<file path="src/hw/cam_cfg_pkg.sv">
package cam_cfg_pkg;

   // bus addressing, 8-bit write form
   typedef logic [7:0]  slave_addr_t;   // addr in [7:1], r/w slot in [0]
   typedef logic [15:0] reg_addr_t;     // sensor register pointer
   typedef logic [7:0]  reg_data_t;     // register value or id byte

   // script walk
   typedef logic [4:0]  script_idx_t;

   // one script line: either a register write or a timed pause
   typedef struct packed {
      slave_addr_t slave;   // DELAY_MARK here means pause
      reg_addr_t   addr;    // ignored for a pause
      reg_data_t   data;    // value, or tick count for a pause
   } script_entry_t;

   // sensor identity
   localparam slave_addr_t SENSOR_ADDR = 8'h6c;
   localparam reg_addr_t   ID_POINTER  = 16'h300b;
   localparam reg_data_t   ID_EXPECTED = 8'h88;

   // script layout
   localparam slave_addr_t DELAY_MARK = 8'hAA;   // not a legal sensor address
   localparam int          SCRIPT_LEN = 20;

   // timing in CLK_400K cycles
   localparam int DELAY_TICK_CYCLES = 16;   // per count of a pause entry
   localparam int RETRY_GAP_CYCLES  = 6;    // bus rest before id retry

endpackage

</file>
<file path="src/hw/sensor_script_rom.sv">
module sensor_script_rom
   import cam_cfg_pkg::*;
(
   input  script_idx_t   idx,
   output script_entry_t entry
);

   always_comb begin
      case (idx)
         5'd0:    entry = {SENSOR_ADDR, 16'h0103, 8'h01};   // soft reset
         5'd1:    entry = {SENSOR_ADDR, 16'h0103, 8'h01};   // issued twice
         5'd2:    entry = {DELAY_MARK,  16'h0000, 8'd10};   // reset settle
         5'd3:    entry = {SENSOR_ADDR, 16'h0100, 8'h00};   // standby
         5'd4:    entry = {SENSOR_ADDR, 16'h0100, 8'h00};
         // pll setup
         5'd5:    entry = {SENSOR_ADDR, 16'h0302, 8'h18};   // pll1 mult
         5'd6:    entry = {SENSOR_ADDR, 16'h0303, 8'h00};   // pll1 pre-div
         5'd7:    entry = {SENSOR_ADDR, 16'h0304, 8'h03};   // mipi div
         5'd8:    entry = {SENSOR_ADDR, 16'h3018, 8'h72};   // 4 mipi lanes
         5'd9:    entry = {SENSOR_ADDR, 16'h3641, 8'h55};   // mipi phy
         5'd10:   entry = {SENSOR_ADDR, 16'h3646, 8'h86};
         // output window 640x480
         5'd11:   entry = {SENSOR_ADDR, 16'h3808, 8'h02};   // width hi
         5'd12:   entry = {SENSOR_ADDR, 16'h3809, 8'h80};   // width lo
         5'd13:   entry = {SENSOR_ADDR, 16'h380a, 8'h01};   // height hi
         5'd14:   entry = {SENSOR_ADDR, 16'h380b, 8'he0};   // height lo
         5'd15:   entry = {DELAY_MARK,  16'h0000, 8'd10};
         5'd16:   entry = {SENSOR_ADDR, 16'h5018, 8'h19};   // mwb red
         5'd17:   entry = {SENSOR_ADDR, 16'h501a, 8'h10};   // mwb green
         5'd18:   entry = {SENSOR_ADDR, 16'h501c, 8'h17};   // mwb blue
         5'd19:   entry = {SENSOR_ADDR, 16'h0100, 8'h01};   // start streaming
         default: entry = {DELAY_MARK,  16'h0000, 8'd0};    // past end, harmless
      endcase
   end

endmodule

</file>
<file path="config.mk">
export PLATFORM = sky130hd
export DESIGN_NAME = sensor_script_rom
export DESIGN_NICKNAME = d
export VERILOG_FILES = /design/src/hw/cam_cfg_pkg.sv /design/src/hw/sensor_script_rom.sv
export SDC_FILE = /design/constraint.sdc
export NUM_CORES = 1
export LEC_CHECK = 0
export BUFFER_PORTS_ARGS = -buffer_cell sky130_fd_sc_hd__buf_2
export CORE_ASPECT_RATIO = 1.2
export CORE_UTILIZATION = 36
export DETAILED_ROUTE_END_ITERATION = 10
export PLACE_DENSITY = 0.7
export SYNTH_ARGS = -nofsm -noshare
export SYNTH_HDL_FRONTEND = slang
export SYNTH_SLANG_ARGS = --single-unit
</file>
<file path="constraint.sdc">
create_clock -name vclk -period 1.3
set_input_delay 0.13 -clock vclk [all_inputs]
set_output_delay 0.13 -clock vclk [all_outputs]
set_load 0.02 [all_outputs]
</file>
==> results.json <==
{
  "status": "finished clean",
  "switching_share_pct": 58.6,
  "die_h_um": 48.5,
  "track_usage_pct": 18.9,
  "seq_power_share_pct": 0,
  "post_cts_buffers": 0,
  "ir_drop_v": 0.000188,
  "grt_pass1_vias": 656,
  "drt-initial-drc-count": 13,
  "cp_num_buf_inv": 2,
  "start_kind": "input pin",
  "crit_type": "in -> out",
  "critical_path.max_fanout": 5,
  "mostFrequentLayoutCells": "buf_2 (22), buf_4 (22), a21oi_1 (14)",
  "p_int_uw": 156,
  "dieArea_sq_mm": 0.00197,
  "design.seq.count": 0,
  "avgRoutedWirePerCell_um": 12.4,
  "timing.final.crit_share_pct": 99.8,
  "min_from": "idx[3]",
  "seq_area_frac_synth_pct": 0,
  "synth.distinct_cells": 31,
  "crit_slowest_cell": "or3b_4",
  "rsz0062_at_grt": "true",
  "ys_warn_count": 0,
  "finalMaxSlewViolations": 0,
  "ant_nets": 0,
  "clock_power_share_pct": 0,
  "dp_cells": 153,
  "gr-total-overflow": 0,
  "p_switching_uw": 222,
  "totalWireLength_um": 1900,
  "viasPerCell": 5.33,
  "route.detailed.drc": 0,
  "place_hpwl_um": 1490,
  "seq_area_sq_um": 0,
  "worstHoldPathType": "in -> out",
  "whs_ns": 0.707,
  "min_period_ns": 1.30,
  "syn_to_final_growth_pct": 48.3,
  "place_congestion": 0.879,
  "num_rows": 16,
  "combPwrFrac_pct": 100.0,
  "hold_viol_final": 0,
  "final_util_pct": 57.8,
  "setup_viol": 0,
  "antenna_found_initial": 0,
  "worstSetupEndpointType": "output pin",
  "die_w_um": 40.7,
  "fp.coreArea_sq_mm": 0.00166,
  "worstPathArrival_ns": 1.17,
  "avgSynthCellArea_sq_um": 6.48,
  "synth_area_sq_um": 648,
  "grt_pass1_wl_um": 2800,
  "clock_buffers": 0,
  "power_density_mw_per_mm2": 393,
  "ios": 37,
  "antennaDiodeCount": 0,
  "grt_max_degree": 14,
  "crit_family": "simple AND/OR/NAND/NOR gates",
  "io_buffers": 30,
  "dr.pass1.iters": 6,
  "max_cap_viol_count": 0,
  "placed_cell_area_sq_um": 861,
  "required_ns": 1.17,
  "final_cell_area_sq_um": 961,
  "cts_hold_buffers": 0,
  "crit_start": "idx[0]",
  "start_util_pct": 39.0,
  "nets": 150,
  "vias": 815,
  "min_delay_path_depth": 4,
  "synthCells": 100,
  "worstHoldEndpoint": "entry[17]",
  "layout-drive-gt1-share_pct": 48.1,
  "crit_chain": "buf_8 -> ha_4 -> or3b_4 -> a21o_1 -> o21ai_1 -> buf_4",
  "final_cells": 153,
  "p_leak_uw": 0.000466,
  "fmax_ghz": 0.771,
  "max_stage_delay_ns": 0.39
}
-- worst max-delay path by stage --
stage | cells past startpoint | end | slack (ns)
floorplan | 5 | entry[18] | 0.02
CTS | 6 | entry[20] | -0.05
global route | 6 | entry[20] | -0.04
global placement | 6 | entry[20] | -0.08
detailed placement | 6 | entry[20] | -0.10
finish | 6 | entry[20] | 0.002
-- synth_stat cells (all sizes together) (3+ instances only) --
library cell | instances | area [sq um]
a21oi | 15 | 75.1
ha | 8 | 100
nand3 | 3 | 15.0
buf | 17 | 113
nand2b | 5 | 31.3
inv | 4 | 15.0
nor2b | 4 | 25.0
o21ai | 7 | 35.0
nor2 | 5 | 18.8
or2 | 3 | 18.8
nand2 | 7 | 26.3
-- stage by stage --
step,total power (uW),setup TNS [ns],setup slack (ns)
2_1_floorplan,247,0,0.0165
3_3_place_gp,335,-0.308,-0.0789
3_5_place_dp,341,-0.515,-0.104
4_1_cts,360,-0.0493,-0.0489
5_1_grt,407,-0.111,-0.0390
6_report,378,0,0.00217
-- layer usage --
metal / global-route usage, % / vias up / wire [um]
met4: 0 / 0 / 0
met3: 0.459 / 0 / 70
met2: 35.4 / 16 / 1070
met5: 0 / - / 0
met1: 23.6 / 396 / 754
li1: - / 403 / -
-- power groups by stage --
stage,Clock [uW],Combinational (uW),Sequential [uW]
6_report,0,378,0
5_1_grt,0,407,0
4_1_cts,0,360,0
3_5_place_dp,0,341,0
3_3_place_gp,0,335,0
2_1_floorplan,0,247,0
-- tightest hold or removal path, stage by stage --
cell and delay (ns):
buf_2 0.15, nand3_1 0.09, a21oi_1 0.05, buf_2 0.15
-- cell families (layout without fill, tap and decap cells) --
family | Yosys count | after routing | share of synthesized area (%)
AO/OA/AOI/OAI | 35 | 35 | 33.8
XOR/XNOR | 1 | 1 | 1.35
adder cells (fa/ha/maj) | 8 | 8 | 15.4
buffers and inverters | 21 | 51 | 19.7
multiplexers | 1 | 1 | 1.54
other | 2 | 7 | 1.16
AND/OR/NAND/NOR | 32 | 32 | 27.0
-- final cells by class --
cell class	count	area [sq um]
fillers	164	701
inverters	4	15.0
multi-input cells	84	607
well taps	18	22.5
repair buffers	47	317
-- what timing repair did --
action / CTS / global route
pin swaps: 4 / 5
gates cloned: 0 / 0
gates resized for setup: 18 / 11
endpoints found under the setup margin: 9 / 15
hold endpoints to repair: 0 / 0
No activity file was read; power rests on OpenSTA's default activity.
