### src/hw/cam_cfg_pkg.sv
package cam_cfg_pkg;

   // bus addressing, 8-bit write form
   typedef logic [7:0]  slave_addr_t;   // addr in [7:1], r/w slot in [0]
   typedef logic [15:0] reg_addr_t;     // sensor register pointer
   typedef logic [7:0]  reg_data_t;     // register value or id byte

   // script walk
   typedef logic [4:0]  script_idx_t;

   // one script line: either a register write or a timed pause
   typedef struct packed {
      slave_addr_t slave;   // DELAY_MARK here means pause
      reg_addr_t   addr;    // ignored for a pause
      reg_data_t   data;    // value, or tick count for a pause
   } script_entry_t;

   // sensor identity
   localparam slave_addr_t SENSOR_ADDR = 8'h6c;
   localparam reg_addr_t   ID_POINTER  = 16'h300b;
   localparam reg_data_t   ID_EXPECTED = 8'h88;

   // script layout
   localparam slave_addr_t DELAY_MARK = 8'hAA;   // not a legal sensor address
   localparam int          SCRIPT_LEN = 20;

   // timing in CLK_400K cycles
   localparam int DELAY_TICK_CYCLES = 16;   // per count of a pause entry
   localparam int RETRY_GAP_CYCLES  = 6;    // bus rest before id retry

endpackage

### src/hw/i2c_pkg.sv
package i2c_pkg;

   import cam_cfg_pkg::*;

   typedef enum logic [1:0] {
      OP_WRITE,     // 16-bit pointer, 8-bit data
      OP_READ_ID,   // pointer write, stop, one-byte read
      OP_DELAY      // idle bus for data ticks
   } i2c_op_e;

   // queued command, consumed whole by the bit engine
   typedef struct packed {
      i2c_op_e     op;
      slave_addr_t slave;
      reg_addr_t   addr;
      reg_data_t   data;
   } i2c_cmd_t;

   typedef struct packed {
      logic      done;    // one-cycle pulse at end of an id read
      logic      nack;    // some byte went unacknowledged
      reg_data_t rdata;   // last byte read
   } i2c_result_t;

   localparam int QUARTERS_PER_BIT = 4;   // scl bit time in clocks
   localparam int FIFO_DEPTH       = 4;

endpackage

### src/hw/cfg_sequencer.sv
module cfg_sequencer
   import cam_cfg_pkg::*, i2c_pkg::*;
(
   input  logic          CLK_400K,
   input  logic          RESET_N,
   output script_idx_t   idx,
   input  script_entry_t entry,
   output logic          push,
   output i2c_cmd_t      push_cmd,
   input  logic          full,
   input  logic          empty,
   input  logic          busy,
   input  i2c_result_t   result,
   output logic          cam_released
);

   typedef enum logic [2:0] {
      ID_ISSUE,
      ID_WAIT,
      RETRY_GAP,
      SCRIPT,
      DRAIN,
      RELEASED
   } seq_state_e;

   localparam int GAP_W = $clog2(RETRY_GAP_CYCLES);

   seq_state_e       state;
   logic [GAP_W-1:0] gap_cnt;
   i2c_cmd_t         id_cmd;
   i2c_cmd_t         script_cmd;
   logic             id_ok;

   assign id_cmd = '{op: OP_READ_ID, slave: SENSOR_ADDR, addr: ID_POINTER, data: '0};

   // rom entry to bus command
   always_comb begin
      script_cmd.slave = entry.slave;
      script_cmd.addr  = entry.addr;
      script_cmd.data  = entry.data;
      if (entry.slave == DELAY_MARK) begin
         script_cmd.op = OP_DELAY;
      end else begin
         script_cmd.op = OP_WRITE;
      end
   end

   assign push         = ((state == ID_ISSUE) || (state == SCRIPT)) && !full;
   assign push_cmd     = (state == SCRIPT) ? script_cmd : id_cmd;
   assign id_ok        = !result.nack && (result.rdata == ID_EXPECTED);
   assign cam_released = (state == RELEASED);

   always_ff @(posedge CLK_400K) begin
      if (!RESET_N) begin
         state   <= ID_ISSUE;
         idx     <= '0;
         gap_cnt <= '0;
      end else begin
         case (state)
            ID_ISSUE: begin
               if (push) state <= ID_WAIT;
            end
            ID_WAIT: begin
               if (result.done) begin
                  if (id_ok) begin
                     state <= SCRIPT;
                     idx   <= '0;
                  end else begin
                     state   <= RETRY_GAP;   // nack or wrong part
                     gap_cnt <= '0;
                  end
               end
            end
            RETRY_GAP: begin
               if (gap_cnt == GAP_W'(RETRY_GAP_CYCLES - 1)) begin
                  state <= ID_ISSUE;
               end else begin
                  gap_cnt <= gap_cnt + 1'b1;
               end
            end
            SCRIPT: begin
               // idx only moves on an accepted push
               if (push) begin
                  if (idx == script_idx_t'(SCRIPT_LEN - 1)) begin
                     state <= DRAIN;
                  end else begin
                     idx <= idx + 1'b1;
                  end
               end
            end
            DRAIN: begin
               if (empty && !busy) state <= RELEASED;   // last stop is out
            end
            RELEASED: begin
               state <= RELEASED;
            end
            default: state <= ID_ISSUE;
         endcase
      end
   end

   a_release_sticky: assert property (@(posedge CLK_400K) disable iff (!RESET_N)
      cam_released |=> cam_released);

endmodule

### config.mk
export PLATFORM = sky130hd
export DESIGN_NAME = cfg_sequencer
export DESIGN_NICKNAME = d
export VERILOG_FILES = /design/src/hw/cam_cfg_pkg.sv /design/src/hw/i2c_pkg.sv /design/src/hw/cfg_sequencer.sv
export SDC_FILE = /design/constraint.sdc
export NUM_CORES = 1
export LEC_CHECK = 0
export BUFFER_PORTS_ARGS = -buffer_cell sky130_fd_sc_hd__buf_2
export CORE_MARGIN = 2
export CORE_UTILIZATION = 42
export CTS_BUF_LIST = sky130_fd_sc_hd__clkbuf_4 sky130_fd_sc_hd__clkbuf_8
export CTS_CLUSTER_DIAMETER = 200
export DETAILED_ROUTE_END_ITERATION = 6
export PLACE_DENSITY = 0.88
export SLEW_MARGIN = 20
export SYNTH_ARGS = -nofsm -noshare
export SYNTH_HDL_FRONTEND = slang
export SYNTH_SLANG_ARGS = --single-unit
export TNS_END_PERCENT = 100
### constraint.sdc
create_clock -name CLK_400K -period 4.5 [get_ports CLK_400K]
set_input_delay 0.9 -clock CLK_400K [delete_from_list [all_inputs] [get_ports CLK_400K]]
set_output_delay 0.9 -clock CLK_400K [all_outputs]
set_load 0.03 [all_outputs]
==> impl_metrics.yaml <==
timing:
  slew_headroom_pct: 52.8
  fmax_mhz: 317
  setup_viol: 0
  fin_crit_ps: 3150
  hold_violations: 0
  worstMarginPinSlew_ps: 698
  slew_viol_final: 0
  fin_skew_ps: 3.02
  tns_ps: 0
  rsz0062_at_grt: "no"
  post-route-period-util_pct: 70.0
logic_synthesis:
  ys_seq_elements: 11
  synth_edf_count: 0
  synthArstFlopShare_pct: 0
  synth_area_leaders: "dfxtp_1 (21%), and2_1 (14%), nand2b_1 (9.1%)"
  synth_cell_types: 38
  ys.flop_type: "dfxtp_1"
  ys_warn_count: 0
  syn_avg_cell_area_sq_um: 7.51
  syn_nets: 188
  synthCells: 138
  ys_seq_area_share_pct: 21.3
  yosys.area.top_type: "dfxtp_1"
  synth_top_area_share_pct: 21.3
  synth.cell_area_sq_um: 1040
clock_tree:
  cts_buffers: 3
  postCtsSetupBuffers: 0
  cts_hold_buffers: 0
  post_cts_resized: 0
  clockBufferDepth: 2
  htree_levels: 1
  cts_tree: "built"
  cts.sinks: 11
  clockRootBuffer: "clkbuf_4"
  clk_pin_slew_ps: 70
  clk_latency_ps: 270
layout:
  final_cell_mix: "buf_2 (87), and2_1 (23), nand2b_1 (15), dfxtp_1 (11), nand2_1 (9)"
  n_antenna_cell: 0
  layoutNonFillerInstCount: 249
  final_core_util_pct: 65.5
  area_growth_pct: 43.8
  mostFrequentLayoutCell: "buf_2"
  fin_nets: 272
  drive_above_1_share_pct: 43.0
die:
  core_sq_um: 2280
  ioPinCount: 88
  dieArea_sq_um: 2880
  start_util_pct: 45.5
  rows: 17
  die_w_um: 53.7
  die_h_um: 53.7
outcome:
  status: "finished clean"
worst_setup_path:
  start_kind: "flop"
  critPathKind: "flop to output pin"
  endpoint_kind: "output pin"
  reg2regPathDepth: 5
  required_ps: 3600
  crit_slowest_cell: "and3b_1"
  critical_path_arrival_ps: 2250
  crit_chain: "and3b_1 -> buf_4 -> and2_1 -> and3_1 -> buf_2"
  cpPeakStageDelay_ps: 650
  crit_fanout: 23
placed_design:
  dp_cells: 245
  hpwl_um: 2520
  io_buffers: 87
  finalWeightedCongestion: 0.800
power_and_ir_drop:
  leakagePower_nw: 0.740
  power_density_nw_per_um2: 272
  peakVddDrop_v: 0.000195
grt:
  gr-total-overflow: 0
  grt_max_degree: 24
  grt_usage_pct: 21.6
  grt_pass1_wl_um: 4660
  grt_pass1_vias: 1073
  antenna_found_initial: 0
detailed_routing:
  num_vias: 1225
  dr.pass1.iters: 4
  drc: 0
  wl_per_cell_um: 12.2
  drtAntennaViolNets: 0
  drt_iter0_drc: 20
  avgViaCountPerCell: 4.92
  totalWireLength_um: 3030
min_path:
  holdPathStages: 1
  hp-class: "flop to flop"
flow_run:
  cap_violations: 0
==> logic make-up after synthesis <==
logic type      after synthesis  share of synthesized area (%)
simple gates                 84                           49.5
flops                        11                           21.3
fa+ha+maj                     3                           3.62
compound gates               21                           14.4
mux                           4                           3.86
buf+inv                      15                           7.37
==> cell type report <==
type	count	area, sq um
sequential	11	220
inverter	6	22.5
timing repair buffer	88	443
clock buffer	4	30.0
fill	194	786
multi-input combinational	112	739
tap	28	35.0
==> cells in the mapped netlist (3+ instances only) <==
cell type	number
a21oi_1	5
and2_1	23
clkbuf_1	5
dfxtp_1	11
ha_1	3
inv_1	5
mux2i_1	4
nand2_1	9
nand2b_1	15
nand3_1	6
nor2_1	6
nor3b_1	4
nor4_1	3
o21a_1	3
==> flip-flops by register name, summed over array words and instances, names as in the netlist <==
name	count
state	3
idx	5
gap_cnt	3
==> layer usage <==
metal | vias up | GRT usage [%] | part of all wire (%)
li1 | 651 | - | -
met1 | 544 | 28.2 | 44
met2 | 26 | 36.2 | 52
met3 | 4 | 4.44 | 3.7
met4 | 0 | 5.13 | 0.82
met5 | - | 0 | 0
==> worst max-delay path: cells and delay by family (launching register included) <==
kind	cells	cell delay, ps
buffers and inverters	2	510
and+or+nand+nor	3	970
DFF	1	510
==> worst paths after layout <==
check	startpoint	end	slack, ps
max reg2reg	state[1]	idx[4]	2540
min	gap_cnt[2]	gap_cnt[2]	490
min reg2reg	gap_cnt[2]	gap_cnt[2]	490
max	state[1]	push_cmd[33]	1350
==> power by group <==
| group | switching, mW | total [mW] | internal [mW] |
|---|---|---|---|
| registers | 0.0200 | 0.127 | 0.107 |
| logic | 0.121 | 0.204 | 0.0830 |
| clock network | 0.0343 | 0.0747 | 0.0404 |
==> metrics by stage <==
stage	total power, mW	setup WS, ps	cell area [sq um]	hold WS, ps
floorplan	0.290	1710	1040	448
global placement	0.332	1720	1460	470
detailed placement	0.333	1660	1460	477
CTS	0.408	1370	1490	485
global route	0.439	1200	1490	506
finish	0.406	1350	1490	485
No activity file was read; power rests on OpenSTA's default activity.
