==> config.mk <==
export PLATFORM = sky130hd
export DESIGN_NAME = i2c_master
export DESIGN_NICKNAME = d
export VERILOG_FILES = /design/src/hw/cam_cfg_pkg.sv /design/src/hw/i2c_pkg.sv /design/src/hw/i2c_master.sv
export SDC_FILE = /design/constraint.sdc
export NUM_CORES = 1
export LEC_CHECK = 0
export BUFFER_PORTS_ARGS = -buffer_cell sky130_fd_sc_hd__buf_2
export CORE_MARGIN = 3
export CORE_UTILIZATION = 45
export CTS_CLUSTER_DIAMETER = 40
export DETAILED_ROUTE_END_ITERATION = 10
export GPL_ROUTABILITY_DRIVEN = 0
export HOLD_SLACK_MARGIN = 0.12
export PLACE_DENSITY = 0.65
export SLEW_MARGIN = 25
export SYNTH_ARGS = -nofsm -noshare
export SYNTH_HDL_FRONTEND = slang
export SYNTH_SLANG_ARGS = --single-unit
==> constraint.sdc <==
create_clock -name CLK_400K -period 3.07 [get_ports CLK_400K]
set_clock_uncertainty 0.1 [all_clocks]
set_input_delay 0.1535 -clock CLK_400K [delete_from_list [all_inputs] [get_ports CLK_400K]]
set_output_delay 0.1535 -clock CLK_400K [all_outputs]
set_load 0.02 [all_outputs]
==> src/hw/cam_cfg_pkg.sv <==
package cam_cfg_pkg;

   // bus addressing, 8-bit write form
   typedef logic [7:0]  slave_addr_t;   // addr in [7:1], r/w slot in [0]
   typedef logic [15:0] reg_addr_t;     // sensor register pointer
   typedef logic [7:0]  reg_data_t;     // register value or id byte

   // script walk
   typedef logic [4:0]  script_idx_t;

   // one script line: either a register write or a timed pause
   typedef struct packed {
      slave_addr_t slave;   // DELAY_MARK here means pause
      reg_addr_t   addr;    // ignored for a pause
      reg_data_t   data;    // value, or tick count for a pause
   } script_entry_t;

   // sensor identity
   localparam slave_addr_t SENSOR_ADDR = 8'h6c;
   localparam reg_addr_t   ID_POINTER  = 16'h300b;
   localparam reg_data_t   ID_EXPECTED = 8'h88;

   // script layout
   localparam slave_addr_t DELAY_MARK = 8'hAA;   // not a legal sensor address
   localparam int          SCRIPT_LEN = 20;

   // timing in CLK_400K cycles
   localparam int DELAY_TICK_CYCLES = 16;   // per count of a pause entry
   localparam int RETRY_GAP_CYCLES  = 6;    // bus rest before id retry

endpackage

==> src/hw/i2c_pkg.sv <==
package i2c_pkg;

   import cam_cfg_pkg::*;

   typedef enum logic [1:0] {
      OP_WRITE,     // 16-bit pointer, 8-bit data
      OP_READ_ID,   // pointer write, stop, one-byte read
      OP_DELAY      // idle bus for data ticks
   } i2c_op_e;

   // queued command, consumed whole by the bit engine
   typedef struct packed {
      i2c_op_e     op;
      slave_addr_t slave;
      reg_addr_t   addr;
      reg_data_t   data;
   } i2c_cmd_t;

   typedef struct packed {
      logic      done;    // one-cycle pulse at end of an id read
      logic      nack;    // some byte went unacknowledged
      reg_data_t rdata;   // last byte read
   } i2c_result_t;

   localparam int QUARTERS_PER_BIT = 4;   // scl bit time in clocks
   localparam int FIFO_DEPTH       = 4;

endpackage

==> src/hw/i2c_master.sv <==
module i2c_master
   import cam_cfg_pkg::*, i2c_pkg::*;
(
   input  logic        CLK_400K,
   input  logic        RESET_N,
   input  logic        empty,
   output logic        pop,
   input  i2c_cmd_t    pop_cmd,
   output logic        busy,
   output i2c_result_t result,
   output logic        scl_drive_low,
   output logic        sda_drive_low,
   input  logic        sda_in
);

   typedef enum logic [2:0] {IDLE, START, SHIFT, ACK, STOP, RESTART, READ, WAIT} phase_e;

   localparam int             Q_W      = $clog2(QUARTERS_PER_BIT);
   localparam int             DLY_W    = $bits(reg_data_t) + $clog2(DELAY_TICK_CYCLES);
   localparam logic [Q_W-1:0] Q_LAST   = Q_W'(QUARTERS_PER_BIT - 1);
   localparam logic [Q_W-1:0] Q_SAMPLE = Q_W'(QUARTERS_PER_BIT / 2);   // scl high here

   phase_e           phase;
   logic [Q_W-1:0]   q;
   logic [2:0]       bit_cnt;
   logic [1:0]       byte_cnt;
   logic [1:0]       next_cnt;
   logic             rd_half;     // second frame of an id read
   reg_data_t        shreg;
   reg_data_t        rdata_q;
   i2c_cmd_t         cmd;
   logic [DLY_W-1:0] delay_cnt;
   logic             nack_q;
   logic             done_q;
   logic             bit_end;
   logic             last_byte;
   logic             mst_ack;
   logic             load_byte;

   // byte n of the current frame
   function automatic reg_data_t tx_byte(input i2c_cmd_t c, input logic [1:0] n,
                                         input logic rd);
      reg_data_t b;
      case (n)
         2'd0:    b = rd ? (c.slave | 8'h01) : c.slave;
         2'd1:    b = c.addr[15:8];
         2'd2:    b = c.addr[7:0];
         default: b = c.data;
      endcase
      return b;
   endfunction

   assign bit_end   = (q == Q_LAST);
   assign last_byte = (cmd.op == OP_WRITE) ? (byte_cnt == 2'd3) : (byte_cnt == 2'd2);
   assign mst_ack   = rd_half && (byte_cnt == 2'd1);   // after the read data byte
   assign next_cnt  = (phase == ACK) ? byte_cnt + 2'd1 : byte_cnt;
   assign load_byte = bit_end && ((phase == START) || (phase == RESTART) ||
                                  ((phase == ACK) && !rd_half && !last_byte));

   assign pop    = (phase == IDLE) && !empty;
   assign busy   = (phase != IDLE);
   assign result = '{done: done_q, nack: nack_q, rdata: rdata_q};

   // pin waveform per quarter
   always_comb begin
      scl_drive_low = 1'b0;
      sda_drive_low = 1'b0;
      case (phase)
         START, RESTART: begin
            scl_drive_low = (q == Q_LAST);
            sda_drive_low = (q != '0);   // sda falls with scl high
         end
         SHIFT: begin
            scl_drive_low = (q == '0) || (q == Q_LAST);
            sda_drive_low = !shreg[7];   // msb first
         end
         ACK, READ: begin
            scl_drive_low = (q == '0) || (q == Q_LAST);
         end
         STOP: begin
            scl_drive_low = (q == '0);
            sda_drive_low = (q < Q_SAMPLE);   // sda rises with scl high
         end
         default: begin
            scl_drive_low = 1'b0;
            sda_drive_low = 1'b0;
         end
      endcase
   end

   always_ff @(posedge CLK_400K) begin
      if (pop) cmd <= pop_cmd;
      if (load_byte) begin
         shreg <= tx_byte(cmd, next_cnt, rd_half);
      end else if ((phase == SHIFT) && bit_end) begin
         shreg <= {shreg[6:0], 1'b0};
      end
      if ((phase == READ) && (q == Q_SAMPLE)) rdata_q <= {rdata_q[6:0], sda_in};
   end

   always_ff @(posedge CLK_400K) begin
      if (!RESET_N) begin
         phase     <= IDLE;
         q         <= '0;
         bit_cnt   <= '0;
         byte_cnt  <= '0;
         rd_half   <= 1'b0;
         delay_cnt <= '0;
         nack_q    <= 1'b0;
         done_q    <= 1'b0;
      end else begin
         done_q <= 1'b0;
         if ((phase != IDLE) && (phase != WAIT)) q <= q + 1'b1;   // wraps each bit
         case (phase)
            IDLE: begin
               if (pop) begin
                  nack_q   <= 1'b0;
                  byte_cnt <= '0;
                  rd_half  <= 1'b0;
                  if (pop_cmd.op == OP_DELAY) begin
                     delay_cnt <= DLY_W'(pop_cmd.data) * DLY_W'(DELAY_TICK_CYCLES);
                     phase     <= WAIT;
                  end else begin
                     phase <= START;
                  end
               end
            end
            WAIT: begin
               if (delay_cnt <= DLY_W'(1)) begin
                  phase <= IDLE;
               end else begin
                  delay_cnt <= delay_cnt - 1'b1;
               end
            end
            START, RESTART: begin
               if (bit_end) begin
                  bit_cnt <= 3'd7;
                  phase   <= SHIFT;
               end
            end
            SHIFT: begin
               if (bit_end) begin
                  if (bit_cnt == 3'd0) phase <= ACK;
                  else bit_cnt <= bit_cnt - 1'b1;
               end
            end
            READ: begin
               if (bit_end) begin
                  if (bit_cnt == 3'd0) begin
                     byte_cnt <= 2'd1;
                     phase    <= ACK;   // master nacks the single byte
                  end else begin
                     bit_cnt <= bit_cnt - 1'b1;
                  end
               end
            end
            ACK: begin
               if ((q == Q_SAMPLE) && !mst_ack && sda_in) nack_q <= 1'b1;
               if (bit_end) begin
                  if (mst_ack || (!rd_half && last_byte)) begin
                     phase <= STOP;
                  end else if (rd_half) begin
                     bit_cnt <= 3'd7;
                     phase   <= READ;
                  end else begin
                     byte_cnt <= next_cnt;
                     bit_cnt  <= 3'd7;
                     phase    <= SHIFT;
                  end
               end
            end
            STOP: begin
               if (bit_end) begin
                  if ((cmd.op == OP_READ_ID) && !rd_half) begin
                     rd_half  <= 1'b1;   // pointer set, now the read frame
                     byte_cnt <= '0;
                     phase    <= RESTART;
                  end else begin
                     done_q <= (cmd.op == OP_READ_ID);
                     phase  <= IDLE;
                  end
               end
            end
            default: phase <= IDLE;
         endcase
      end
   end

   // data may only move while scl is low
   a_sda_stable: assert property (@(posedge CLK_400K) disable iff (!RESET_N)
      (!scl_drive_low && $past(!scl_drive_low) && $changed(sda_drive_low))
         |-> (phase inside {START, RESTART, STOP}));

endmodule

==> flow_summary.ini <==
[run_status]
status = complete, no violations

[drt]
wl_per_cell_um = 15.4
drc_errors = 0
postRouteAntennaNets = 0
vias = 2991
first_iter_violations = 247
drtPass1Iterations = 5
via_per_inst = 5.44
wirelength_mm = 8.45

[critical_path]
critPathTopFamily = buffers and inverters
slowest_stage = or4_4
cp_cell_sequence = or4_4 -> inv_1 -> buf_4 -> buf_2
cp_num_buf_inv = 3
max_stage_delay_ns = 0.64
cp-end-kind = primary output
arrival_ns = 2.29
required_ns = 2.82
start_kind = flop
cp_max_fo = 35
worstSetupPathType = reg -> out

[global_route]
gr-usage-all-layers = 0.196
antenna_found_initial = 0
overflow = 0
grt_pass1_wl_mm = 13.7
grt_max_degree = 36
grt_pass1_vias = 2886

[die]
die_area_sq_um = 9280
num_rows = 32
die_w_um = 96.3
ios = 52
initial_core_util = 0.470
die_y_um = 96.3
fp.coreArea_sq_um = 7810

[run]
maxCapViolations = 0

[power_and_ir_drop]
p_leak_nw = 1.75
powerDensity_nw_per_um2 = 573
finalPower_mw = 2.59
max-vdd-ir-drop_mv = 0.362

[timing]
fin_crit_sh = 0.829
finalCriticalPeriod_ns = 2.55
maxSlewHeadroom = 0.529
setup_viol = 0
drv_slew = 0
tns_ns = 0
fmax_mhz = 393
finalHoldViolations = 0
rsz0062_at_grt = false
worst_slew_pin_slew_ns = 0.705

[final_layout]
final_cell_mix = nand2_1 (58), buf_2 (51), edfxtp_1 (50)
fin_nets = 490
antenna_cells = 0
fin_area_sq_um = 4520
syn2layout_area_growth_pct = 23.0
utilization = 0.579
final_layout_size_suffix_gt1_frac = 0.185
mostFrequentLayoutCell = nand2_1
layout.cells.non_filler = 550

[synth]
synth_flop_cell = edfxtp_1
synth_cells = 363
synthArstFlopShare = 0
syn_avg_cell_area_sq_um = 10.1
ys_types = 53
ys_ff_latch = 75
synth.yosys.seq_area_share = 0.545
synth_nets = 410
ys_warn_count = 0
syn_area_sq_um = 3670
synth_edf_count = 50

[clock_network]
worstSkewPairLatency_ns = 0.35
cts_tree = yes
cts_setup_buffers = 0
clkSinkCount = 75
cts_made_buffers = 9
cts.path.max_buffers = 2
path_clk_slew_ns = 0.08
root_buffer = clkbuf_8
htree_levels = 3

[placed_design]
io_buffers = 51
placed_cell_area_sq_um = 3980
dp_cells = 498
hpwl_mm = 5.66

[hold_path]
hold_class = in -> reg
what timing repair did:
item                      CTS  global route
hold buffers               36             0
hold endpoints to repair   45             0
gates resized for setup     0             0
synth_stat cells, types with 5 or more instances:
cell type / instances / area share
a21oi_1: 28 / 0.038
ha_1: 9 / 0.031
and3_1: 6 / 0.010
edfxtp_1: 50 / 0.41
dfxtp_1: 25 / 0.14
nand2_1: 58 / 0.059
clkbuf_1: 16 / 0.016
nand3_1: 10 / 0.014
nand3b_1: 7 / 0.014
or3_1: 5 / 0.0085
nor3_1: 10 / 0.014
a22o_1: 6 / 0.014
inv_1: 19 / 0.019
o21ai_0: 15 / 0.020
a31oi_1: 8 / 0.014
nor2_1: 20 / 0.020
o32ai_2: 5 / 0.022
path summary, 6_finish.rpt:
| path | from | end | slack [ns] | depth (start not counted) |
|---|---|---|---|---|
| max | phase[0] | pop | 0.52 | 4 |
| min | RESET_N | bit_cnt[1] | 0.16 | 3 |
| max reg2reg | phase[0] | shreg[6] | 0.60 | 5 |
| min reg2reg | rdata_q[6] | rdata_q[7] | 0.35 | 0 |
cell type report:
type | count | area, sq um
clock buffers | 9 | 124
clock inverters | 7 | 51.3
fillers | 674 | 3290
inverters | 19 | 71.3
multi-input cells | 243 | 1470
flip-flops and latches | 75 | 2000
well taps | 102 | 128
repair buffers | 95 | 676
cell families (layout without fill, tap and decap cells):
logic type      count (synthesis)  count (layout)  share of synthesized area
simple gates                  136             136                      0.179
compound gates                 94              94                      0.178
flops                          75              75                      0.545
buf+inv                        45             130                     0.0569
fa+ha+maj                       9               9                     0.0307
mux                             3               3                    0.00818
xor+xnor                        1               1                    0.00239
tightest hold or removal path, cell delays in order:
cell     delay (ns)
buf_2          0.24
o21ai_0        0.13
a21oi_1        0.05
through the flow:
step           setup slack [ns]  hold WS, ns
2_1_floorplan             0.805        0.152
3_3_place_gp              0.680        0.230
3_5_place_dp              0.659        0.232
4_1_cts                   0.505        0.138
5_1_grt                   0.400        0.165
6_report                  0.524        0.158
sequential cells by signal, summed over array words and instances (netlist names):
register	flops
bit_cnt	3
byte_cnt	2
cmd	34
delay_cnt	12
done_q	1
nack_q	1
phase	3
q	2
rd_half	1
rdata_q	8
shreg	8
layer usage:
layer  vias to the layer above  share of wire  track usage  routed length [um]
met2                        97           0.47        0.311                3990
met1                      1392           0.46        0.256                3870
met5                         -              0            0                   0
met3                        12          0.053       0.0555                 445
li1                       1490              -            -                   -
met4                         0          0.017       0.0713                 144
report_power, final:
| part | internal, mW | switching [mW] | total, mW |
|---|---|---|---|
| clock network | 0.296 | 0.388 | 0.683 |
| registers | 1.23 | 0.0984 | 1.33 |
| logic | 0.233 | 0.345 | 0.578 |
| total | 1.76 | 0.832 | 2.59 |
Note: power is estimated with default switching activity, not from simulation.
