## src/hw/cam_cfg_pkg.sv

```systemverilog
package cam_cfg_pkg;

   // bus addressing, 8-bit write form
   typedef logic [7:0]  slave_addr_t;   // addr in [7:1], r/w slot in [0]
   typedef logic [15:0] reg_addr_t;     // sensor register pointer
   typedef logic [7:0]  reg_data_t;     // register value or id byte

   // script walk
   typedef logic [4:0]  script_idx_t;

   // one script line: either a register write or a timed pause
   typedef struct packed {
      slave_addr_t slave;   // DELAY_MARK here means pause
      reg_addr_t   addr;    // ignored for a pause
      reg_data_t   data;    // value, or tick count for a pause
   } script_entry_t;

   // sensor identity
   localparam slave_addr_t SENSOR_ADDR = 8'h6c;
   localparam reg_addr_t   ID_POINTER  = 16'h300b;
   localparam reg_data_t   ID_EXPECTED = 8'h88;

   // script layout
   localparam slave_addr_t DELAY_MARK = 8'hAA;   // not a legal sensor address
   localparam int          SCRIPT_LEN = 20;

   // timing in CLK_400K cycles
   localparam int DELAY_TICK_CYCLES = 16;   // per count of a pause entry
   localparam int RETRY_GAP_CYCLES  = 6;    // bus rest before id retry

endpackage

```

## src/hw/i2c_pkg.sv

```systemverilog
package i2c_pkg;

   import cam_cfg_pkg::*;

   typedef enum logic [1:0] {
      OP_WRITE,     // 16-bit pointer, 8-bit data
      OP_READ_ID,   // pointer write, stop, one-byte read
      OP_DELAY      // idle bus for data ticks
   } i2c_op_e;

   // queued command, consumed whole by the bit engine
   typedef struct packed {
      i2c_op_e     op;
      slave_addr_t slave;
      reg_addr_t   addr;
      reg_data_t   data;
   } i2c_cmd_t;

   typedef struct packed {
      logic      done;    // one-cycle pulse at end of an id read
      logic      nack;    // some byte went unacknowledged
      reg_data_t rdata;   // last byte read
   } i2c_result_t;

   localparam int QUARTERS_PER_BIT = 4;   // scl bit time in clocks
   localparam int FIFO_DEPTH       = 4;

endpackage

```

## src/hw/cmd_fifo.sv

```systemverilog
module cmd_fifo
   import i2c_pkg::*;
(
   input  logic     CLK_400K,
   input  logic     RESET_N,
   input  logic     push,
   input  i2c_cmd_t push_cmd,
   input  logic     pop,
   output i2c_cmd_t pop_cmd,
   output logic     full,
   output logic     empty
);

   localparam int PTR_W = $clog2(FIFO_DEPTH);
   localparam int CNT_W = PTR_W + 1;

   i2c_cmd_t         mem [FIFO_DEPTH];
   logic [PTR_W-1:0] wr_ptr;
   logic [PTR_W-1:0] rd_ptr;
   logic [CNT_W-1:0] count;
   logic             wr_en;
   logic             rd_en;

   assign wr_en   = push && !full;
   assign rd_en   = pop && !empty;
   assign full    = (count == CNT_W'(FIFO_DEPTH));
   assign empty   = (count == '0);
   assign pop_cmd = mem[rd_ptr];   // head shown without a cycle of delay

   always_ff @(posedge CLK_400K) begin
      if (wr_en) mem[wr_ptr] <= push_cmd;
   end

   always_ff @(posedge CLK_400K) begin
      if (!RESET_N) begin
         wr_ptr <= '0;
         rd_ptr <= '0;
         count  <= '0;
      end else begin
         if (wr_en) wr_ptr <= wr_ptr + 1'b1;   // wraps at depth
         if (rd_en) rd_ptr <= rd_ptr + 1'b1;
         case ({wr_en, rd_en})
            2'b10:   count <= count + 1'b1;
            2'b01:   count <= count - 1'b1;
            default: count <= count;
         endcase
      end
   end

   a_no_pop_empty: assert property (@(posedge CLK_400K) disable iff (!RESET_N)
      pop |-> !empty);

   a_no_push_full: assert property (@(posedge CLK_400K) disable iff (!RESET_N)
      push |-> !full);

endmodule

```

## config.mk

```make
export PLATFORM = sky130hd
export DESIGN_NAME = cmd_fifo
export DESIGN_NICKNAME = d
export VERILOG_FILES = /design/src/hw/cam_cfg_pkg.sv /design/src/hw/i2c_pkg.sv /design/src/hw/cmd_fifo.sv
export SDC_FILE = /design/constraint.sdc
export NUM_CORES = 1
export LEC_CHECK = 0
export ABC_AREA = 1
export BUFFER_PORTS_ARGS = -buffer_cell sky130_fd_sc_hd__buf_2
export CAP_MARGIN = 25
export CORE_UTILIZATION = 43
export DETAILED_ROUTE_END_ITERATION = 16
export PLACE_DENSITY_LB_ADDON = 0.3
export SLEW_MARGIN = 20
export SYNTH_ARGS = -nofsm -noshare
export SYNTH_HDL_FRONTEND = slang
export SYNTH_SLANG_ARGS = --single-unit
```

## constraint.sdc

```tcl
create_clock -name CLK_400K -period 5.4 [get_ports CLK_400K]
set_input_delay 0 -clock CLK_400K [delete_from_list [all_inputs] [get_ports CLK_400K]]
set_output_delay 0 -clock CLK_400K [all_outputs]
set_load 0.02 [all_outputs]
```

==> run summary, run 1 <==
Final layout
* area used by multi-input combinational logic: 1077 sq um
* Nets: 557
* cell area after layout: 7010 sq um
* most used cells in the layout excluding fill and tap cells: sky130_fd_sc_hd__edfxtp_1 (136), sky130_fd_sc_hd__nor2_1 (74), sky130_fd_sc_hd__buf_2 (73), sky130_fd_sc_hd__o21ai_0 (65), sky130_fd_sc_hd__dlygate4sd3_1 (37)
* layout overhead on the synthesized area: 26.91%
* final design utilization: 0.5578
* proportion of layout cells with a drive suffix above 1: 0.2205
* Ant. Diodes: 0
* area taken by flip-flops and latches: 4265 sq um
* fill cell total of the finished layout: 1047
* most frequent standard cell in the layout excluding fill and tap cells: sky130_fd_sc_hd__edfxtp_1

Clock network
* clock transition time at the flip-flop clock pins of the worst setup and hold paths: 60 ps
* clock tree from TritonCTS: done
* clock sink count: 145
* Clk Latency, worst-skew pair: 410 ps
* maximum count of clock buffers along a single path: 2
* maximum level of the CTS H-tree: 4
* number of buffers created by CTS: 17
* hold buffer count at CTS: 37
* cts repair resizes: 0
* total setup buffers inserted after CTS: 0
* master cell of the clock root buffer: sky130_fd_sc_hd__clkbuf_16

Route
* drt pass-1 iters: 4
* Vias per Instance: 4.979
* DRC viols: 0
* number of design-rule violations left by the first detailed-router iteration: 257
* Post-Route WL: 10800 um
* number of nets still failing antenna checks after routing: 0
* via total after detailed routing: 3475
* post-detailed-route wirelength per cell: 15.47 um

Synthesis
* Distinct cells, synth: 19
* Synth Register Bits: 145
* Synthesis Warnings: 0
* Post-Synthesis Net Count: 443
* number of instances in the synthesized netlist: 399
* mapped cell area: 5524 sq um
* Avg Cell Area, Syn: 13.84 sq um
* post-synthesis sequential area ratio: 0.7719

Critical path
* arrival time worst endpoint: 2320 ps
* WP data required: 5400 ps
* largest stage delay on the critical path: 520 ps
* critical path, cell by cell: buf_4, inv_4, o21ai_0, o22ai_1, buf_2
* classification of the worst setup path: flip-flop to primary output
* critical path endpoint category: primary output
* kind of launch point of the worst setup path: flip-flop
* CP max stage cell: sky130_fd_sc_hd__buf_4
* worst-path maximum fanout: 69

Timing
* Slew headroom: 0.5423
* slew at the pin closest to its max-slew limit: 686.6 ps
* final setup violation count: 0
* f_max: 0.4312 GHz
* post-route setup TNS: 0 ps
* RSZ-0062 raised after global routing: false
* maximum clock skew at final layout: 6.837 ps
* final critical path time including I/O delays and setup: 2319 ps
* post-route fraction of the period consumed by the critical path: 0.4295
* Final Hold Violating Endpoints: 0
* Final Max Tran Viols: 0

Flow run
* number of maximum-capacitance violations: 0

Min path
* Worst Hold Class: input port to flip-flop

Floorplan
* chip height: 115.3 um
* total I/O pin count: 74
* die extent in x: 115.3 um
* number of rows created at floorplan: 41
* effective utilization at floorplan: 0.4395
* Die Area: 13300 sq um
* core box area: 12570 sq um

GRT
* global-route wire length before repair: 16820 um
* total global routing track utilization: 0.1703
* leftover overflow at the end of global routing: 0
* antenna violations before repair: 0
* maximum number of pins on one net before global-route repair: 70
* number of global-route vias before repair: 3384

Power
* power per cell area: 456.2 nW/um^2
* Worst IR Drop VDD: 0.2477 mV
* total power: 0.003198 W
* static leakage power: 2.529 nW

Place
* IO buf count: 73
* DP Area: 6063 sq um
* Final GP Congestion: 0.7366
* sum of net half-perimeters after detailed placement: 6124 um

Outcome
* result of the run: complete, no violations

metal layers:
layer | up-vias | share of wire | global-route usage
met5 | - | 0 | 0
met4 | 0 | 0.019 | 0.07273
met3 | 18 | 0.046 | 0.03690
met2 | 84 | 0.49 | 0.2774
met1 | 1683 | 0.45 | 0.2212
li1 | 1690 | - | -
state kept, by name, summed over array words and instances (netlist names), named ones only:
signal and count:
count 3, mem 136, rd_ptr 2, wr_ptr 2
layout make-up:
class / instances / area share
clock inverter: 14 / 0.01321
sequential: 145 / 0.6084
inverter: 20 / 0.01107
timing repair buffer: 116 / 0.1217
tap: 172 / 0.03070
multi-input combinational: 213 / 0.1537
clock buffer: 18 / 0.06122
cell families (layout without fill, tap and decap cells):
logic type / after synthesis / count (layout) / share of synthesized area
buffers and inverters: 41 / 168 / 0.03850
and+or+nand+nor: 98 / 98 / 0.06818
AOI/OAI and AO/OA: 109 / 109 / 0.1065
DFF: 145 / 145 / 0.7719
adders and majority gates: 6 / 6 / 0.01495
stage by stage:
stage | std cells | setup slack (ps) | hold slack, ps
final | 698 | 3081 | 342.1
after global routing | 698 | 2901 | 343.3
after CTS | 696 | 3077 | 323.8
after detailed placement | 627 | 3398 | 220.2
after global placement | 625 | 3403 | 216.5
after floorplan | 399 | 2935 | 98.87
where the power goes:
group	leakage [nW]	total (W)	switching, W	internal, W
Clock	0.247	0.00102	0.000441	0.000583
Sequential	1.32	0.00137	0.0000274	0.00134
Combinational	0.959	0.000809	0.000557	0.000252
Total	2.53	0.00320	0.00103	0.00217
cells in the mapped netlist:
cell	n	area share
sky130_fd_sc_hd__edfxtp_1	136	0.74
sky130_fd_sc_hd__nor2_1	78	0.053
sky130_fd_sc_hd__o21ai_0	65	0.059
sky130_fd_sc_hd__o22ai_1	34	0.039
sky130_fd_sc_hd__inv_1	18	0.012
sky130_fd_sc_hd__nand2_1	14	0.0095
sky130_fd_sc_hd__buf_2	13	0.012
sky130_fd_sc_hd__dfxtp_1	9	0.033
sky130_fd_sc_hd__a21oi_1	5	0.0045
sky130_fd_sc_hd__buf_6	5	0.010
sky130_fd_sc_hd__ha_1	5	0.011
sky130_fd_sc_hd__nand3_1	5	0.0045
sky130_fd_sc_hd__o21ai_1	5	0.0045
sky130_fd_sc_hd__clkbuf_2	2	0.0018
sky130_fd_sc_hd__clkbuf_1	1	0.00068
sky130_fd_sc_hd__fa_1	1	0.0036
sky130_fd_sc_hd__inv_2	1	0.00068
sky130_fd_sc_hd__inv_4	1	0.0011
sky130_fd_sc_hd__nand2_2	1	0.0011
final timing paths:
path                     startpoint               endpoint  slack [ps]  cells after the start
min                     push_cmd[1]    mem[0][1]$_DFFE_PP_         340                      2
min reg2reg  rd_ptr[1]$_SDFFE_PN0P_              flip-flop         490                      2
max                       flip-flop            pop_cmd[10]        3080                      5
max reg2reg   count[1]$_SDFFE_PN0P_  count[2]$_SDFFE_PN0P_        3500                     12
worst max-delay path, delay by kind of cell (launching register included):
family,cells,cell delay (ps)
flip-flops,1,310
buffers and inverters,3,1120
AO/OA/AOI/OAI,2,440
Power figures use the tool's default switching activity.
==> inputs of run 2 (changes only) <==
- clock period: 5.4 -> 2.09 ns (I/O delays scaled with it)
==> run summary, run 2 (same netlist as run 1, synthesis figures left out) <==
GRT
* number of global-route vias before repair: 3524
* antenna violations before repair: 0
* maximum number of pins on one net before global-route repair: 69
* total global routing track utilization: 0.1839
* global-route wire length before repair: 17770 um
* leftover overflow at the end of global routing: 0

Clock network
* clock transition time at the flip-flop clock pins of the worst setup and hold paths: 60 ps
* clock sink count: 145
* maximum count of clock buffers along a single path: 2
* number of buffers created by CTS: 17
* clock tree from TritonCTS: done
* master cell of the clock root buffer: sky130_fd_sc_hd__clkbuf_16
* cts repair resizes: 0
* maximum level of the CTS H-tree: 4
* Clk Latency, worst-skew pair: 420 ps

Route
* highest signal layer in the routed design: met4
* DR WL met2: 5694 um
* drt pass-1 iters: 4
* DRC viols: 0
* M1 wire length: 4886 um
* via total after detailed routing: 3499
* post-detailed-route wirelength per cell: 15.80 um
* number of design-rule violations left by the first detailed-router iteration: 227
* Vias per Instance: 4.970
* number of nets still failing antenna checks after routing: 0
* Met3 Routed Length: 400 um
* Post-Route WL: 11130 um

Floorplan
* number of rows created at floorplan: 41
* chip height: 115.3 um
* core box area: 12570 sq um
* total I/O pin count: 74
* Die Area: 13300 sq um
* effective utilization at floorplan: 0.4395
* die extent in x: 115.3 um

Flow run
* number of maximum-capacitance violations: 0

Final layout
* Ant. Diodes: 0
* biggest registers after layout: mem (136), count (3)
* fill cell total of the finished layout: 1045
* Nets: 564
* area taken by flip-flops and latches: 4265 sq um
* most frequent standard cell in the layout excluding fill and tap cells: sky130_fd_sc_hd__edfxtp_1
* layout overhead on the synthesized area: 27.93%
* largest register by flop count: mem
* most used cells in the layout excluding fill and tap cells: sky130_fd_sc_hd__edfxtp_1 (136), sky130_fd_sc_hd__nor2_1 (74), sky130_fd_sc_hd__buf_2 (73), sky130_fd_sc_hd__o21ai_0 (65), sky130_fd_sc_hd__dlygate4sd3_1 (37)
* area used by multi-input combinational logic: 1077 sq um
* proportion of layout cells with a drive suffix above 1: 0.2256
* max reg flops: 136
* non-filler instance count after layout: 704

Timing
* final setup violation count: 0
* min setup slack post-route: 220.7 ps
* RSZ-0062 raised after global routing: false
* Final Max Tran Viols: 0
* worst hold slack: 335.5 ps
* f_max: 0.5350 GHz
* maximum clock skew at final layout: 5.380 ps
* slew at the pin closest to its max-slew limit: 661.2 ps
* post-route fraction of the period consumed by the critical path: 0.8944
* Slew headroom: 0.5592
* final critical path time including I/O delays and setup: 1869 ps
* Final Hold Violating Endpoints: 0

Critical path
* kind of launch point of the worst setup path: flip-flop
* classification of the worst setup path: flip-flop to primary output
* WP data required: 2090 ps
* worst-path maximum fanout: 68
* critical path endpoint category: primary output
* arrival time worst endpoint: 1870 ps

Power
* power per cell area: 1228 nW/um^2
* static leakage power: 2.581 nW
* Worst IR Drop VDD: 0.6274 mV
* total power: 0.008679 W

Place
* IO buf count: 73
* sum of net half-perimeters after detailed placement: 6450 um
* Cells after DPL: 636
* worst setup timing slack at the placement stage: 347.3 ps
* Final GP Congestion: 0.7678

Min path
* Worst Hold Class: input port to flip-flop

Outcome
* result of the run: complete, no violations

run 2: cell count changes in the layout (fill, tap and decap cells not counted), sizes merged:
cell	previous run	this run
buf	79	86
bufinv	0	4
clkinvlp	4	2
inv	22	20
clkinv	8	7
run 2: routing by layer:
layer / up-vias / track usage
met5: - / 0
met4: 0 / 0.08052
met3: 14 / 0.04744
met2: 75 / 0.3106
met1: 1708 / 0.2231
li1: 1702 / -
run 2: stage by stage:
stage | area [sq um] | TNS (ps) | utilization
6_report | 7067 | 0 | 0.5623
5_1_grt | 7067 | 0 | 0.5623
4_1_cts | 7067 | 0 | 0.5623
3_5_place_dp | 6098 | 0 | 0.4852
3_3_place_gp | 6098 | 0 | 0.4852
2_1_floorplan | 5524 | -51040 | -
run 2: layout make-up:
| class | count | share of cell area |
|---|---|---|
| Timing Repair Buffer | 123 | 0.1179 |
| Multi-Input combinational cell | 213 | 0.1524 |
| Tap cell | 172 | 0.03045 |
| Sequential cell | 145 | 0.6036 |
| Inverter | 20 | 0.01098 |
| Clock buffer | 18 | 0.06073 |
| Clock inverter | 13 | 0.02390 |
run 2: timing repair:
item,in CTS,in global routing
buffers inserted,0,0
endpoints found under the hold margin,145,0
hold buffers,37,0
run 2: path summary, 6_finish.rpt:
kind | depth (start not counted) | slack, ps | endpoint | startpoint
min reg2reg | 2 | 510 | wr_ptr[0]$_SDFFE_PN0P_ | wr_ptr[0]$_SDFFE_PN0P_
max | 4 | 220 | pop_cmd[19] | flip-flop
min | 2 | 340 | mem[1][14]$_DFFE_PP_ | push_cmd[14]
max reg2reg | 13 | 330 | count[2]$_SDFFE_PN0P_ | count[1]$_SDFFE_PN0P_
run 2: critical path, stage by stage (launching register included):
cell	delay (ps)
sky130_fd_sc_hd__dfxtp_2	340
sky130_fd_sc_hd__inv_4	460
sky130_fd_sc_hd__o21ai_0	170
sky130_fd_sc_hd__o22ai_1	230
sky130_fd_sc_hd__buf_2	210
run 2: report_power, final:
part	total (W)	switching, W	internal, W
clock	0.00304	0.00107	0.00197
sequential	0.00354	0.0000790	0.00346
combinational	0.00211	0.00145	0.000652
==> inputs of run 3 (changes only) <==
- BUFFER_PORTS_ARGS: -buffer_cell sky130_fd_sc_hd__buf_2 -> -buffer_cell sky130_fd_sc_hd__buf_4
==> run summary, run 3 (same netlist as run 1, synthesis figures left out) <==
Outcome
* result of the run: complete, no violations

Final layout
* non-filler instance count after layout: 703
* fill cell total of the finished layout: 1007
* most frequent standard cell in the layout excluding fill and tap cells: sky130_fd_sc_hd__edfxtp_1
* Nets: 562
* max reg flops: 136
* largest register by flop count: mem
* Ant. Diodes: 0
* most used cells in the layout excluding fill and tap cells: sky130_fd_sc_hd__edfxtp_1 (136), sky130_fd_sc_hd__buf_4 (81), sky130_fd_sc_hd__nor2_1 (74), sky130_fd_sc_hd__o21ai_0 (65), sky130_fd_sc_hd__dlygate4sd3_1 (37)
* cell area after layout: 7261 sq um
* proportion of layout cells with a drive suffix above 1: 0.2298
* layout overhead on the synthesized area: 31.44%
* biggest registers after layout: mem (136), count (3)

GRT
* highest-utilization routing layer at the global route stage: met2
* total global routing track utilization: 0.1725
* met1 usage: 0.2028
* maximum number of pins on one net before global-route repair: 69
* global routing usage on met2: 0.2958
* number of global-route vias before repair: 3405
* met3 Resource Use GR: 0.04850
* global-route wire length before repair: 16560 um
* antenna violations before repair: 0
* leftover overflow at the end of global routing: 0

Critical path
* CP max stage cell: sky130_fd_sc_hd__inv_2
* largest stage delay on the critical path: 480 ps
* kind of launch point of the worst setup path: flip-flop
* critical path, cell by cell: inv_2, o21ai_0, o22ai_1, buf_4
* WP data required: 2090 ps
* arrival time worst endpoint: 1880 ps
* critical path endpoint category: primary output
* classification of the worst setup path: flip-flop to primary output
* worst-path maximum fanout: 34

Place
* sum of net half-perimeters after detailed placement: 6089 um
* Final GP Congestion: 0.7078
* IO buf count: 73
* DP Area: 6291 sq um
* Cells after DPL: 634

Route
* Vias per Instance: 4.973
* Post-Route WL: 10870 um
* number of design-rule violations left by the first detailed-router iteration: 183
* drt pass-1 iters: 4
* DRC viols: 0
* number of nets still failing antenna checks after routing: 0
* post-detailed-route wirelength per cell: 15.47 um
* via total after detailed routing: 3496

Clock network
* number of buffers created by CTS: 17
* Clk Latency, worst-skew pair: 410 ps
* maximum level of the CTS H-tree: 4
* clock tree from TritonCTS: done
* master cell of the clock root buffer: sky130_fd_sc_hd__clkbuf_16
* clock transition time at the flip-flop clock pins of the worst setup and hold paths: 60 ps
* clock sink count: 145
* maximum count of clock buffers along a single path: 2

Power
* switching power of the nets: 0.002655 W
* share of total power in combinational logic: 0.263
* power per cell area: 1218 nW/um^2
* static leakage power: 2.626 nW
* Clk network pwr share: 0.338
* Worst IR Drop VDD: 0.6100 mV
* switching share of total power: 0.3003
* internal portion of total power: 0.006187 W
* fraction of power consumed by sequential logic: 0.399

Timing
* final setup violation count: 0
* Slew headroom: 0.5657
* final critical path time including I/O delays and setup: 1883 ps
* f_max: 0.5310 GHz
* maximum clock skew at final layout: 5.942 ps
* post-route setup TNS: 0 ps
* Final Max Tran Viols: 0
* Final Hold Violating Endpoints: 0
* RSZ-0062 raised after global routing: false
* post-route fraction of the period consumed by the critical path: 0.9011
* slew at the pin closest to its max-slew limit: 650.6 ps

Min path
* Worst Hold Class: input port to flip-flop

Floorplan
* number of rows created at floorplan: 41
* Die Area: 13300 sq um
* effective utilization at floorplan: 0.4395
* total I/O pin count: 74
* core box area: 12570 sq um
* die extent in x: 115.3 um
* chip height: 115.3 um

Flow run
* number of maximum-capacitance violations: 0

[run 3: critical path, delay by kind of cell (launching register included)]
| family | cells | cell delay [ps] |
|---|---|---|
| compound gates | 2 | 480 |
| buf+inv | 2 | 670 |
| flops | 1 | 320 |
[run 3: cell type report]
class,instances,area (sq um),area share
flip-flops and latches,145,4265,0.5875
well taps,172,215.2,0.02964
inverters,20,77.57,0.01068
multi-input cells,213,1077,0.1484
repair buffers,121,1030,0.1418
clock inverters,13,162.7,0.02240
clock buffers,19,432.9,0.05962
[run 3: path summary, 6_finish.rpt]
check        cells past startpoint                     end  slack (ps)              startpoint
min                              2    mem[3][24]$_DFFE_PP_         330            push_cmd[24]
max reg2reg                     13   count[2]$_SDFFE_PN0P_         310   count[1]$_SDFFE_PN0P_
min reg2reg                      2  rd_ptr[1]$_SDFFE_PN0P_         500  rd_ptr[1]$_SDFFE_PN0P_
max                              4             pop_cmd[14]         210               flip-flop
[run 3: power groups by stage]
stage	clock network, W	registers, W	logic [W]
6_report	0.00299	0.00353	0.00233
4_1_cts	0.00304	0.00353	0.00235
5_1_grt	0.00314	0.00355	0.00254
2_1_floorplan	0	0.00358	0.00142
3_3_place_gp	0	0.00358	0.00225
3_5_place_dp	0	0.00359	0.00229
[run 3: timing repair]
item	CTS	global route
hold buffers	37	0
endpoints found under the hold margin	145	0
setup endpoints to repair	0	2
setup buffers	0	0
resized for setup	0	1
[run 3: per-stage QoR]
step / power (W) / util / hold slack, ps / worst slack, ps
after global placement: 0.005837 / 0.5005 / 199.9 / 427.0
after floorplan: 0.005005 / - / 98.87 / -375.3
after global routing: 0.009238 / 0.5777 / 317.9 / 110.1
final: 0.008843 / 0.5777 / 330.2 / 206.6
after detailed placement: 0.005884 / 0.5005 / 202.0 / 328.6
after CTS: 0.008921 / 0.5774 / 314.9 / 86.55
[run 3: routing by layer]
layer | share of wire | wire (um)
met1 | 0.43 | 4634
met2 | 0.52 | 5683
met3 | 0.039 | 422
met4 | 0.012 | 134
met5 | 0 | 0
